### src/rtl/pdp8_pkg.sv
// Word types, sequencer states and opcode constants shared by the PDP-8 core; import in each block.
package pdp8_pkg;

    // ==============================
    // words and fields
    // ==============================
    typedef logic [0:11] word_t;     // bit 0 is the most significant bit, as on the PDP-8.
    typedef logic [0:11] addr_t;
    typedef logic [0:2]  opcode_t;

    localparam int mem_words = 4096;

    // ==============================
    // major states
    // ==============================
    typedef enum logic [2:0] {
        st_halt,
        st_fetch,
        st_defer,
        st_exec,
        st_write,
        st_panel
    } major_state_t;

    // ==============================
    // major opcodes
    // ==============================
    localparam opcode_t op_and = 3'd0;
    localparam opcode_t op_tad = 3'd1;
    localparam opcode_t op_isz = 3'd2;
    localparam opcode_t op_dca = 3'd3;
    localparam opcode_t op_jms = 3'd4;
    localparam opcode_t op_jmp = 3'd5;
    localparam opcode_t op_iot = 3'd6;
    localparam opcode_t op_opr = 3'd7;

endpackage

### src/rtl/state_machine.sv
// Major-state sequencer of the core; steps fetch, defer, execute, write and panel memory cycles.
`timescale 1ns/10ps

module state_machine (
    input  logic                   clk,
    input  logic                   arst_n,
    input  pdp8_pkg::word_t        instruction,
    input  logic                   load_addr_cmd,
    input  logic                   dep_cmd,
    input  logic                   exam_cmd,
    input  logic                   cont_cmd,
    input  logic                   halt_sw,
    input  logic                   step_sw,
    input  logic                   halt_req,
    output pdp8_pkg::major_state_t state,
    output logic                   run,
    output logic                   first_cycle
);

    import pdp8_pkg::*;

    word_t        ir;              // instruction register, loaded at the end of fetch.
    opcode_t      op;
    major_state_t next_state;
    major_state_t done_state;      // where a completed instruction goes.
    major_state_t operand_state;   // first state after the address is known.

    always_comb
    begin
        op = (state == st_fetch) ? instruction[0:2] : ir[0:2];
        done_state = (halt_req || halt_sw || step_sw) ? st_halt : st_fetch;
        case (op)
            op_and, op_tad, op_isz: operand_state = st_exec;
            op_dca, op_jms:         operand_state = st_write;
            default:                operand_state = done_state;
        endcase
        next_state = state;
        case (state)
            st_halt:
                if (!load_addr_cmd && (dep_cmd || exam_cmd))
                    next_state = st_panel;
                else if (!load_addr_cmd && cont_cmd)
                    next_state = st_fetch;
            st_panel:
                if (!first_cycle)
                    next_state = st_halt;
            st_fetch:
                if (!first_cycle)
                begin
                    if (op == op_iot || op == op_opr)
                        next_state = done_state;
                    else if (instruction[3])
                        next_state = st_defer;     // indirect bit.
                    else
                        next_state = operand_state;
                end
            st_defer:
                if (!first_cycle)
                    next_state = operand_state;
            st_exec:
                if (!first_cycle)
                    next_state = (op == op_isz) ? st_write : done_state;
            st_write:
                next_state = done_state;
            default:
                next_state = st_halt;
        endcase
    end

    always_ff @(posedge clk or negedge arst_n)
    begin
        if (!arst_n)
        begin
            state       <= st_halt;
            first_cycle <= 1'b0;
            run         <= 1'b0;
            ir          <= '0;
        end
        else
        begin
            state       <= next_state;
            first_cycle <= (next_state != state) || (!first_cycle && next_state != st_halt);
            run         <= next_state inside {st_fetch, st_defer, st_exec, st_write};
            if (state == st_fetch && !first_cycle)
                ir <= instruction;
        end
    end

    a_no_opr_defer: assert property (@(posedge clk) disable iff (!arst_n)
        state == st_defer |-> ir[0:2] != op_opr);

    a_halt_not_running: assert property (@(posedge clk) disable iff (!arst_n)
        state == st_halt |-> !run);

endmodule

### config.mk
export PLATFORM = sky130hd
export DESIGN_NAME = state_machine
export DESIGN_NICKNAME = d
export VERILOG_FILES = /design/src/rtl/pdp8_pkg.sv /design/src/rtl/state_machine.sv
export SDC_FILE = /design/constraint.sdc
export NUM_CORES = 1
export LEC_CHECK = 0
export ABC_AREA = 1
export BUFFER_PORTS_ARGS = -buffer_cell sky130_fd_sc_hd__clkbuf_2
export CAP_MARGIN = 20
export CORE_UTILIZATION = 40
export DETAILED_ROUTE_END_ITERATION = 8
export PLACE_DENSITY = 0.69
export SETUP_SLACK_MARGIN = 0.4
export SYNTH_ARGS = -nofsm -noshare
export SYNTH_HDL_FRONTEND = slang
export SYNTH_SLANG_ARGS = --single-unit
### constraint.sdc
create_clock -name clk -period 1.54 [get_ports clk]
set_input_delay 0.077 -clock clk [delete_from_list [all_inputs] [get_ports clk]]
set_output_delay 0.077 -clock clk [all_outputs]
set_load 0.01 [all_outputs]
Word-level counts from Yosys, hierarchy flattened
Index checks and enable logic that the tools add are counted.
W data, S select, Z words.
{ "classes": {"n_reduce_logical": 17, "n_eq_ne": 16, "mux": 13} }
{ "op_table": {"columns": ["op", "count"], "rows": [
  ["$mux W3", 10],
  ["$eq A3 B2 Y1 const B", 6],
  ["$eq A3 B3 Y1 const B", 6],
  ["$pmux W3 S6", 1],
  ["$eq A3 B1 Y1 const B", 3],
  ["$logic_not A3 Y1", 2],
  ["$pmux W3 S2", 1],
  ["$logic_or A1 B1 Y1", 5],
  ["$logic_and A1 B1 Y1", 4],
  ["$reduce_bool A4 Y1", 1],
  ["$ne A3 B3 Y1", 1],
  ["$reduce_bool A3 Y1", 1],
  ["$reduce_or A3 Y1", 1],
  ["$logic_not A1 Y1", 2],
  ["$reduce_or A2 Y1", 1],
  ["$mux W1", 1]
]} }
{ "totals": {"input_bits": 21, "reg_bits": 17} }

Longest topological paths before layout
Gate-level depths: netlist (run 1).
{ "logic_depth": {"depth_word": 12, "ltp_mapped": 16, "ltp_nobuf": 15} }

Worst setup path before layout (run 1)
Ideal clock, no wire load.
{ "synth_timing": {"kind": "register -> register", "startpoint": "register state[0]", "endpoint": "register first_cycle", "arrival_time_ns": 1.558, "slack_ns": -0.138, "path_stages_with_launch": 13, "synth_period_minus_slack_ns": 1.678, "path_buffers": 1, "setup_ns": 0.120, "cell_sequence": "dfrtp_1 -> buf_6 -> inv_4 -> nor2_2 -> nand3_1 -> nand2_2 -> nand2_2 -> o21ai_0 -> a21oi_1 -> nor2_1 -> nand2_1 -> nor2_1 -> nand2_1"} }
{ "synth_via": {"elab_chain_cells": 12, "word_cells_on_any_way": 32, "classes_between": "12 x eq/ne; 12 x mux; 8 x reduce/logical"} }
{ "synth_rtl": {"columns": ["item", "line_no", "text"], "rows": [
  ["start, declared", "state_machine.sv:15", "output pdp8_pkg::major_state_t state,"],
  ["start signal, assigned", "state_machine.sv:74", "state <= st_halt;"],
  ["start signal, assigned", "state_machine.sv:81", "state <= next_state;"],
  ["$eq A3 B1 Y1", "state_machine.sv:30, state_machine.sv:38", null],
  ["$mux W3", "state_machine.sv:30", "op = (state == st_fetch) ? instruction[0:2] : ir[0:2];"],
  ["$eq A3 B2 Y1, or another cell as far along", "state_machine.sv:32, state_machine.sv:62", null],
  ["$reduce_or A3 Y1 or $reduce_or A2 Y1 (tied branches)", "state_machine.sv:32", "case (op)"],
  ["$pmux W3 S2", "state_machine.sv:32", null],
  ["$mux W3", "state_machine.sv:52", "else if (instruction[3])"],
  ["$mux W3", "state_machine.sv:50", "if (op == op_iot || op == op_opr)"],
  ["$mux W3", "state_machine.sv:48", "if (!first_cycle)"],
  ["$pmux W3 S6", "state_machine.sv:38", "case (state)"],
  ["$reduce_bool A3 Y1", "state_machine.sv:82", "first_cycle <= (next_state != state) || (!first_cycle && next_state != st_halt);"],
  ["$logic_and A1 B1 Y1", "state_machine.sv:82", null],
  ["$logic_or A1 B1 Y1 *", "state_machine.sv:82", null],
  ["end signal, assigned", "state_machine.sv:82", null],
  ["end, declared", "state_machine.sv:17", "output logic first_cycle"]
]} }
Mark *: on every way between the ends. The rest lies on a longest branch, timed or not.
A chain may end at the register's enable or synchronous reset.

Worst setup path after layout (run 1)
{ "layout_timing": {"startpoint": "register state[1]", "endpoint": "register first_cycle"} }
{ "layout_via": {"elab_chain_cells": 12, "word_cells_on_any_way": 32, "classes_between": "12 x eq/ne; 12 x mux; 8 x reduce/logical"} }
{ "layout_rtl": {"columns": ["item", "line_no", "text"], "rows": [
  ["$eq A3 B1 Y1", "state_machine.sv:30, state_machine.sv:38", null],
  ["$mux W3", "state_machine.sv:30", null],
  ["$eq A3 B2 Y1, or another cell as far along", "state_machine.sv:32, state_machine.sv:62", null],
  ["$reduce_or A3 Y1 or $reduce_or A2 Y1 (tied branches)", "state_machine.sv:32", null],
  ["$pmux W3 S2", "state_machine.sv:32", null],
  ["$mux W3", "state_machine.sv:52", null],
  ["$mux W3", "state_machine.sv:50", null],
  ["$mux W3", "state_machine.sv:48", null],
  ["$pmux W3 S6 *", "state_machine.sv:38", null],
  ["via next_state[0]", "state_machine.sv:24", "major_state_t next_state;"],
  ["$reduce_bool A3 Y1", "state_machine.sv:82", null],
  ["$logic_and A1 B1 Y1", "state_machine.sv:82", null],
  ["$logic_or A1 B1 Y1 *", "state_machine.sv:82", null]
]} }
The timed path passes the listed nets; every way through them passes the cells marked *.

==> metrics.yaml, run 1 <==
start_util: 0.434
start_kind: "flip-flop"
vias_per_cell: 4.81
powerDensity_nw_per_um2: 2150
drive_above_1_share: 0.447
fin_setup_tns_ns: -0.485
yosysSeqAreaShare: 0.264
tightestPinTransition_ns: 0.394
post_drt_wl_per_cell_um: 10.7
layout_setup_ws_ns: -0.223
r2r_start: "state[1]"
first_pass_iters: 7
synth_warnings: 0
ant_nets: 0
maxCapViolCount: 0
cts_tree: "yes"
grt_pass1_vias: 832
hold_violations: 0
layout_common_cells: "nand2_1 (33), buf_4 (21), inv_1 (18), clkbuf_2 (16), nand2_2 (14)"
final_common_cell: "nand2_1"
vias: 937
violations: "negative setup slack"
die_h_um: 45.5
grt_first_pass_wirelength_mm: 3.32
antennaDiodeCount: 0
slowest_delay_ns: 0.44
drc: 0
r2r_cells: 10
period_needed_ns: 1.76
cp-endpoint: "first_cycle"
rows: 15
required_ns: 1.68
overflow: 0
criticalPathCategory: "flip-flop to flip-flop"
synth_top_area_cell: "dfrtp_1"
syn_avg_cell_area_um2: 6.01
synth_cells: 126
ys_ff_latch: 8
syn_area_um2: 757
rsz0062_at_grt: "true"
cts_buffers: 3
internal_power_mw: 1.22
placed_area_um2: 1010
r2r-end: "first_cycle"
dp.cells: 186
clk_latency_ns: 0.25
htree_levels: 1
clock_power_share: 0.068
min_path_type: "primary input to flip-flop"
synth_top_area_frac: 0.264
clk_pin_slew_ns: 0.06
finalInstanceArea_um2: 1130
die_w_um: 45.5
core-area_um2: 1750
cts_root_buf: "clkbuf_4"
grt_max_degree: 9
hpwlAfterDp_mm: 1.71
die_area_um2: 2070
cp_slowest_cell: "dfrtp_2"
antenna_found_initial: 0
slew_headroom: 0.735
async_flop_share: 1.00
r2r_slack_ns: -0.22
outcome: "finished with violations"
place_congestion: 0.882
end_kind: "flip-flop"
cts.sinks: 8
setup_violations: 4
ys_types: 20
slew_violations: 0
nNetsFinal: 192
p_leak_nw: 0.656
first_iter_violations: 18
critPathMaxFanout: 4
routed_wirelength_mm: 2.09
synth_edf_count: 0
pwr-share-comb: 0.762
path_cells: "buf_4, buf_4, nor4_1, nor3_2, nand2_2, nor2_4, nand2_2, nor2_1, nor2_1, nand2_1"
ir_drop_uv: 1120
hold_ws_ns: 0.0997
fin_crit_sh: 1.14
skew_ns: 0.00883
track_usage: 0.215
fmaxAchievable_mhz: 567
synth_top_cells_by_area: "dfrtp_1 (26%), nand2_1 (18%), inv_1 (9.4%)"
io_buffers: 17
p_seq_frac: 0.169
fin_cells: 195
p_sw_frac: 0.495
p_switching_mw: 1.20
arrival_ns: 1.90
ys.flop_type: "dfrtp_1"
ioPinCount: 26
cts.path.max_buffers: 2
synth_nets: 147
final_core_util: 0.646
area.growth.synth_to_final_pct: 48.9
critPathLaunch: "state[1]"
[critical path, delay by kind of cell (launching register included)]
family,cells,cell delay (ns)
DFF,1,0.44
buffers and inverters,2,0.29
and+or+nand+nor,8,0.94
[synth_stat cells, types with 2 or more instances]
master	instances
a21oi_1	2
inv_1	19
nand2_1	37
nand3_1	12
inv_4	2
nand4_1	2
nand2_2	10
nor3_1	4
o21ai_1	2
nor2_2	2
o21ai_0	7
dfrtp_1	8
nor2_1	12
[flip-flops by register name, summed over array words and instances (netlist names)]
name	cells
ir	3
state	3
first_cycle	1
run	1
[power groups by stage]
stage               combinational, mW  sequential [mW]  clock (mW)
finish                           1.85            0.410       0.166
CTS                              1.80            0.408       0.175
global placement                 1.57            0.403           0
floorplan                        1.04            0.411           0
detailed placement               1.61            0.412           0
global route                     2.05            0.420       0.188
[repair_timing]
| item | in CTS | in global routing |
|---|---|---|
| hold buffers | 1 | 0 |
| setup endpoints to repair | 8 | 10 |
| endpoints found under the hold margin | 8 | 0 |
| resized for setup | 15 | 6 |
| pin swaps | 6 | 4 |
| setup buffers | 4 | 0 |
[layout make-up]
cell class              count  area (um^2)
fillers                   170          618
multi-input cells          95          500
repair buffers             41          275
flip-flops and latches      8          204
inverters                  22         90.1
well taps                  25         31.3
clock buffers               4         26.3
[cells by family (layout without fill, tap and decap cells)]
family          Yosys count  in the layout  share of synthesized area
compound gates           12             12                     0.0810
simple gates             83             83                      0.524
flops                     8              8                      0.264
buf+inv                  23             67                      0.131
[worst min path at each step]
stage / to / slack [ns] / depth (start not counted) / start
floorplan: first_cycle / -0.22 / 0 / arst_n
global placement: run / -0.07 / 1 / arst_n
detailed placement: first_cycle / -0.07 / 1 / arst_n
CTS: ir[10] / 0.1 / 3 / instruction[10]
global route: ir[10] / 0.11 / 3 / instruction[10]
finish: ir[10] / 0.1 / 3 / instruction[10]
[per-stage QoR]
step / worst slack [ns] / power (mW)
CTS: -0.170 / 2.38
floorplan: -0.0782 / 1.45
finish: -0.223 / 2.42
global route: -0.433 / 2.66
detailed placement: -0.266 / 2.03
global placement: -0.288 / 1.97
[layer usage]
metal  track usage  vias up  part of all wire
met1         0.274      427              0.44
met5             0        -                 0
li1              -      483                 -
met3       0.00397        2             0.034
met2         0.389       25              0.52
met4        0.0667        0            0.0057
Power figures use the tool's default switching activity.
==> inputs of run 2 (changes only) <==
--- a/config.mk
+++ b/config.mk
@@ -10,7 +10,7 @@
 export CAP_MARGIN = 20
 export CORE_UTILIZATION = 40
 export DETAILED_ROUTE_END_ITERATION = 8
-export PLACE_DENSITY = 0.69
+export PLACE_DENSITY = 0.66
 export SETUP_SLACK_MARGIN = 0.4
 export SYNTH_ARGS = -nofsm -noshare
 export SYNTH_HDL_FRONTEND = slang
==> constraint.sdc (replaced) <==
create_clock -name clk -period 1.78 [get_ports clk]
set_input_delay 0.089 -clock clk [delete_from_list [all_inputs] [get_ports clk]]
set_output_delay 0.089 -clock clk [all_outputs]
set_load 0.01 [all_outputs]
==> metrics.yaml, run 2 (same netlist as run 1, synthesis figures left out) <==
grt_use_met3: 0.0159
fin_cells: 190
setup_violations: 1
slowest_delay_ns: 0.43
overflow: 0
cp_slowest_cell: "dfrtp_2"
outcome: "finished with violations"
hold_ws_ns: 0.169
post_drt_wl_per_cell_um: 10.9
place_congestion: 0.861
rsz0062_at_grt: "true"
ioPinCount: 26
whs_path_depth: 3
drc: 0
final_common_cell: "nand2_1"
arrival_ns: 1.93
grt_max_degree: 9
layout_setup_ws_ns: -0.0178
final_core_util: 0.647
placed_area_um2: 937
maxCapViolCount: 0
violations: "negative setup slack"
die_w_um: 45.5
path_cells: "inv_4, nor2_4, nand3_2, nand2_2, nand2_2, nand2_2, o21ai_2, nand2_1, buf_4, a21oi_1, nor2_1, nand2_1, nor2_1, nand2_1"
core-area_um2: 1750
min_path_type: "primary input to flip-flop"
grt_use_met2: 0.354
skew_ns: 0.00673
io_buffers: 17
clk_pin_slew_ns: 0.06
finalInstanceArea_um2: 1130
nNetsFinal: 187
ir_drop_uv: 1050
drive_above_1_share: 0.479
grt_pass1_vias: 812
area.growth.synth_to_final_pct: 49.1
r2r_cells: 14
fin_crit_sh: 1.01
p_leak_nw: 0.642
dp.cells: 176
rows: 15
start_kind: "flip-flop"
finalPower_mw: 2.12
die_h_um: 45.5
htree_levels: 1
ant_nets: 0
layout_common_cells: "nand2_1 (31), inv_1 (17), clkbuf_2 (17), buf_4 (17), nand2_2 (14)"
cts.sinks: 8
hpwlAfterDp_mm: 1.41
pre_cts_ws_ns: -0.00303
period_needed_ns: 1.80
required_ns: 1.92
holdPathEnd: "ir[9]"
vias: 906
die_area_um2: 2070
r2r_start: "state[0]"
fmaxAchievable_mhz: 556
cts.path.max_buffers: 2
criticalPathCategory: "flip-flop to flip-flop"
antenna_found_initial: 0
first_pass_iters: 4
cts_tree: "yes"
first_iter_violations: 10
grt_first_pass_wirelength_mm: 3.30
end_kind: "flip-flop"
reg.largest.list: "ir x3, state x3"
antennaDiodeCount: 0
cts_root_buf: "clkbuf_4"
start_util: 0.434
slew_headroom: 0.786
tightestPinTransition_ns: 0.317
r2r_slack_ns: -0.02
critPathMaxFanout: 6
slew_violations: 0
busiest_layer: "met2"
fin_setup_tns_ns: -0.0178
powerDensity_nw_per_um2: 1880
routed_wirelength_mm: 2.07
r2r-end: "first_cycle"
cts_buffers: 3
vias_per_cell: 4.77
grtUsageMet1: 0.294
clk_latency_ns: 0.25
track_usage: 0.214
hold_violations: 0
hp-start: "instruction[9]"
## run 2: changes by cell type in the layout (fill, tap and decap cells not counted), moves of 2 or more
cell / change
inv_2: +2
nand2_4: +2
o21ai_0: +2
buf_4: -4
nand3_1: -4
nand3_2: +4
o21ai_1: -2
nand2_1: -2
## run 2: how the worst max path moves through the flow
| stage | start | endpoint | slack [ns] | depth (start not counted) |
|---|---|---|---|---|
| after floorplan | state[0] | first_cycle | 0.16 | 16 |
| after global routing | state[0] | first_cycle | -0.15 | 14 |
| after global placement | state[0] | first_cycle | -0.02 | 11 |
| after CTS | state[0] | first_cycle | 0.08 | 13 |
| after detailed placement | state[0] | first_cycle | -0.003 | 13 |
| final | state[0] | first_cycle | -0.02 | 14 |
## run 2: power breakdown
group | switching, mW | total [mW] | leakage [nW] | internal (mW)
clock | 0.0562 | 0.142 | 0.0150 | 0.0854
sequential | 0.0783 | 0.350 | 0.0930 | 0.272
combinational | 0.948 | 1.62 | 0.534 | 0.677
total | 1.08 | 2.12 | 0.642 | 1.03
## run 2: per-layer routing
layer | up-vias | routed length, um
li1 | 477 | -
met1 | 410 | 965
met2 | 17 | 1030
met3 | 2 | 53
met4 | 0 | 15
met5 | - | 0
## run 2: worst max-delay path, delay by kind of cell, from the launching register on
| family | cells | cell delay [ns] |
|---|---|---|
| AO/OA/AOI/OAI | 2 | 0.12 |
| buffers and inverters | 2 | 0.16 |
| flip-flops | 1 | 0.43 |
| AND/OR/NAND/NOR | 10 | 0.98 |
## run 2: layout make-up
cell class | instances | area [um^2]
Sequential cell | 8 | 204
Fill cell | 159 | 617
Inverter | 22 | 87.6
Timing Repair Buffer | 36 | 234
Multi-Input combinational cell | 95 | 546
Clock buffer | 4 | 26.3
Tap cell | 25 | 31.3
## run 2: repair_timing
action                     CTS  global route
gates cloned                 0             0
resized for setup           13            14
hold buffers                 1             0
pin swaps                    8             9
setup buffers                7             2
setup endpoints to repair    5             5
hold endpoints to repair     8             0
==> inputs of run 3 (changes only) <==
--- a/config.mk
+++ b/config.mk
@@ -11,7 +11,7 @@
 export CORE_UTILIZATION = 40
 export DETAILED_ROUTE_END_ITERATION = 8
 export PLACE_DENSITY = 0.66
-export SETUP_SLACK_MARGIN = 0.4
+export SETUP_SLACK_MARGIN = 0.05
 export SYNTH_ARGS = -nofsm -noshare
 export SYNTH_HDL_FRONTEND = slang
 export SYNTH_SLANG_ARGS = --single-unit
==> metrics.yaml, run 3 (same netlist as run 1, synthesis figures left out) <==
criticalPathCategory: "flip-flop to flip-flop"
path_cells: "inv_4, nor2_4, buf_4, buf_4, nand3_1, nand2_1, nor3_2, nand2_2, nor2_4, nand2_2, nand2_1, nand2_1, nor2_1, nand2_1"
critPathMaxFanout: 6
slowest_delay_ns: 0.45
top_layer: "met4"
start_util: 0.434
required_ns: 1.91
internal_power_mw: 1.03
slew_headroom: 0.760
cts.sinks: 8
clock_power_share: 0.063
routed_wirelength_mm: 2.00
grt_first_pass_wirelength_mm: 3.31
area.growth.synth_to_final_pct: 45.8
drc: 0
antennaDiodeCount: 0
ioPinCount: 26
post_drt_wl_per_cell_um: 10.5
grt_pass1_vias: 802
ir_drop_uv: 889
ant_nets: 0
vias_per_cell: 4.71
fin_setup_tns_ns: -0.0240
cts_buffers: 3
holdPathEnd: "ir[9]"
vias: 900
worst-path-buf-inv: 3
fmaxAchievable_mhz: 554
cp_slowest_cell: "dfrtp_2"
pwr-share-comb: 0.762
cts_tree: "yes"
die_h_um: 45.5
p_sw_frac: 0.497
start_kind: "flip-flop"
die_area_um2: 2070
wl_met2_mm: 1.04
fillers: 172
r2r_cells: 14
overflow: 0
cts_root_buf: "clkbuf_4"
clk_pin_slew_ns: 0.05
powerDensity_nw_per_um2: 1850
r2r-end: "first_cycle"
finalPower_mw: 2.04
fin_crit_sh: 1.01
setup_violations: 1
cp.depth: 14
p_seq_frac: 0.175
antenna_found_initial: 0
io_buffers: 17
tightestPinTransition_ns: 0.357
rsz0062_at_grt: "true"
wl_met3_um: 46
r2r_slack_ns: -0.02
skew_ns: 0.00162
cts.path.max_buffers: 2
crit_top_cell: "nand2_1"
clk_latency_ns: 0.24
track_usage: 0.220
hold_violations: 0
drive_above_1_share: 0.428
hpwlAfterDp_mm: 1.57
place_congestion: 0.831
rows: 15
htree_levels: 1
period_needed_ns: 1.80
hp-start: "instruction[9]"
first_iter_violations: 30
maxCapViolCount: 0
min_path_type: "primary input to flip-flop"
layout_common_cells: "nand2_1 (34), inv_1 (19), buf_4 (19), clkbuf_2 (17), nand2_2 (13)"
layout_setup_ws_ns: -0.0240
grt_max_degree: 9
violations: "negative setup slack"
die_w_um: 45.5
arrival_ns: 1.93
slew_violations: 0
r2r_start: "state[0]"
final_common_cell: "nand2_1"
first_pass_iters: 4
crit_family: "simple AND/OR/NAND/NOR gates"
p_switching_mw: 1.02
p_leak_nw: 0.645
wl_met1_um: 898
outcome: "finished with violations"
whs_path_depth: 3
nNetsFinal: 189
end_kind: "flip-flop"
reg.largest.list: "ir x3, state x3"
core-area_um2: 1750
==> run 3: cell types whose count changed in the layout (fill, tap and decap cells not counted), sizes merged <==
cell,change
buf,+2
clkbuf,-1
==> run 3: cell type report <==
class / count / area, um^2 / share of cell area
Sequential cell: 8 / 204 / 0.185
Clock buffer: 3 / 22.5 / 0.0204
Multi-Input combinational cell: 95 / 500 / 0.454
Inverter: 22 / 87.6 / 0.0794
Timing Repair Buffer: 38 / 258 / 0.234
Tap cell: 25 / 31.3 / 0.0283
==> run 3: what timing repair did <==
item                                    4_1_cts  5_1_grt
endpoints found under the hold margin         8        0
buffers inserted                              3        2
resized for setup                            11        6
endpoints found under the setup margin        3        4
pin swaps                                     2        2
hold buffers                                  1        0
==> run 3: power groups by stage <==
| stage | Sequential, mW | Combinational (mW) | Clock (mW) |
|---|---|---|---|
| detailed placement | 0.352 | 1.33 | 0 |
| global placement | 0.348 | 1.29 | 0 |
| global route | 0.366 | 1.75 | 0.150 |
| floorplan | 0.351 | 0.889 | 0 |
| CTS | 0.355 | 1.43 | 0.139 |
| finish | 0.358 | 1.56 | 0.129 |
==> run 3: per-stage QoR <==
stage                util  hold WS, ns  setup slack, ns  instances  cell area [um^2]
floorplan               -       -0.207            0.102        126               757
global placement    0.558      -0.0621           -0.123        182               975
detailed placement  0.558      -0.0566           -0.116        182               975
CTS                 0.607        0.123           0.0335        189              1060
global route        0.632        0.153           -0.173        191              1100
finish              0.632        0.139          -0.0240        191              1100
==> run 3: worst reg2reg max path, stage by stage, from the launching register on <==
cell	delay, ns
dfrtp_2	0.45
inv_4	0.08
nor2_4	0.06
buf_4	0.13
buf_4	0.12
nand3_1	0.08
nand2_1	0.07
nor3_2	0.17
nand2_2	0.08
nor2_4	0.11
nand2_2	0.09
nand2_1	0.07
nand2_1	0.05
nor2_1	0.09
nand2_1	0.06
==> run 3: metal layers <==
layer  GRT usage  vias to the layer above
met2       0.366                       20
met5           0                        -
met3      0.0119                        2
met1       0.292                      400
li1            -                      478
met4      0.0970                        0
==> run 3: worst max-delay path by stage <==
stage                     startpoint           to  slack, ns
after floorplan             state[0]  first_cycle       0.10
after global placement      state[0]  first_cycle      -0.12
after detailed placement    state[0]  first_cycle      -0.12
after CTS                   state[1]  first_cycle       0.03
after global routing        state[0]  first_cycle      -0.17
final                       state[0]  first_cycle      -0.02
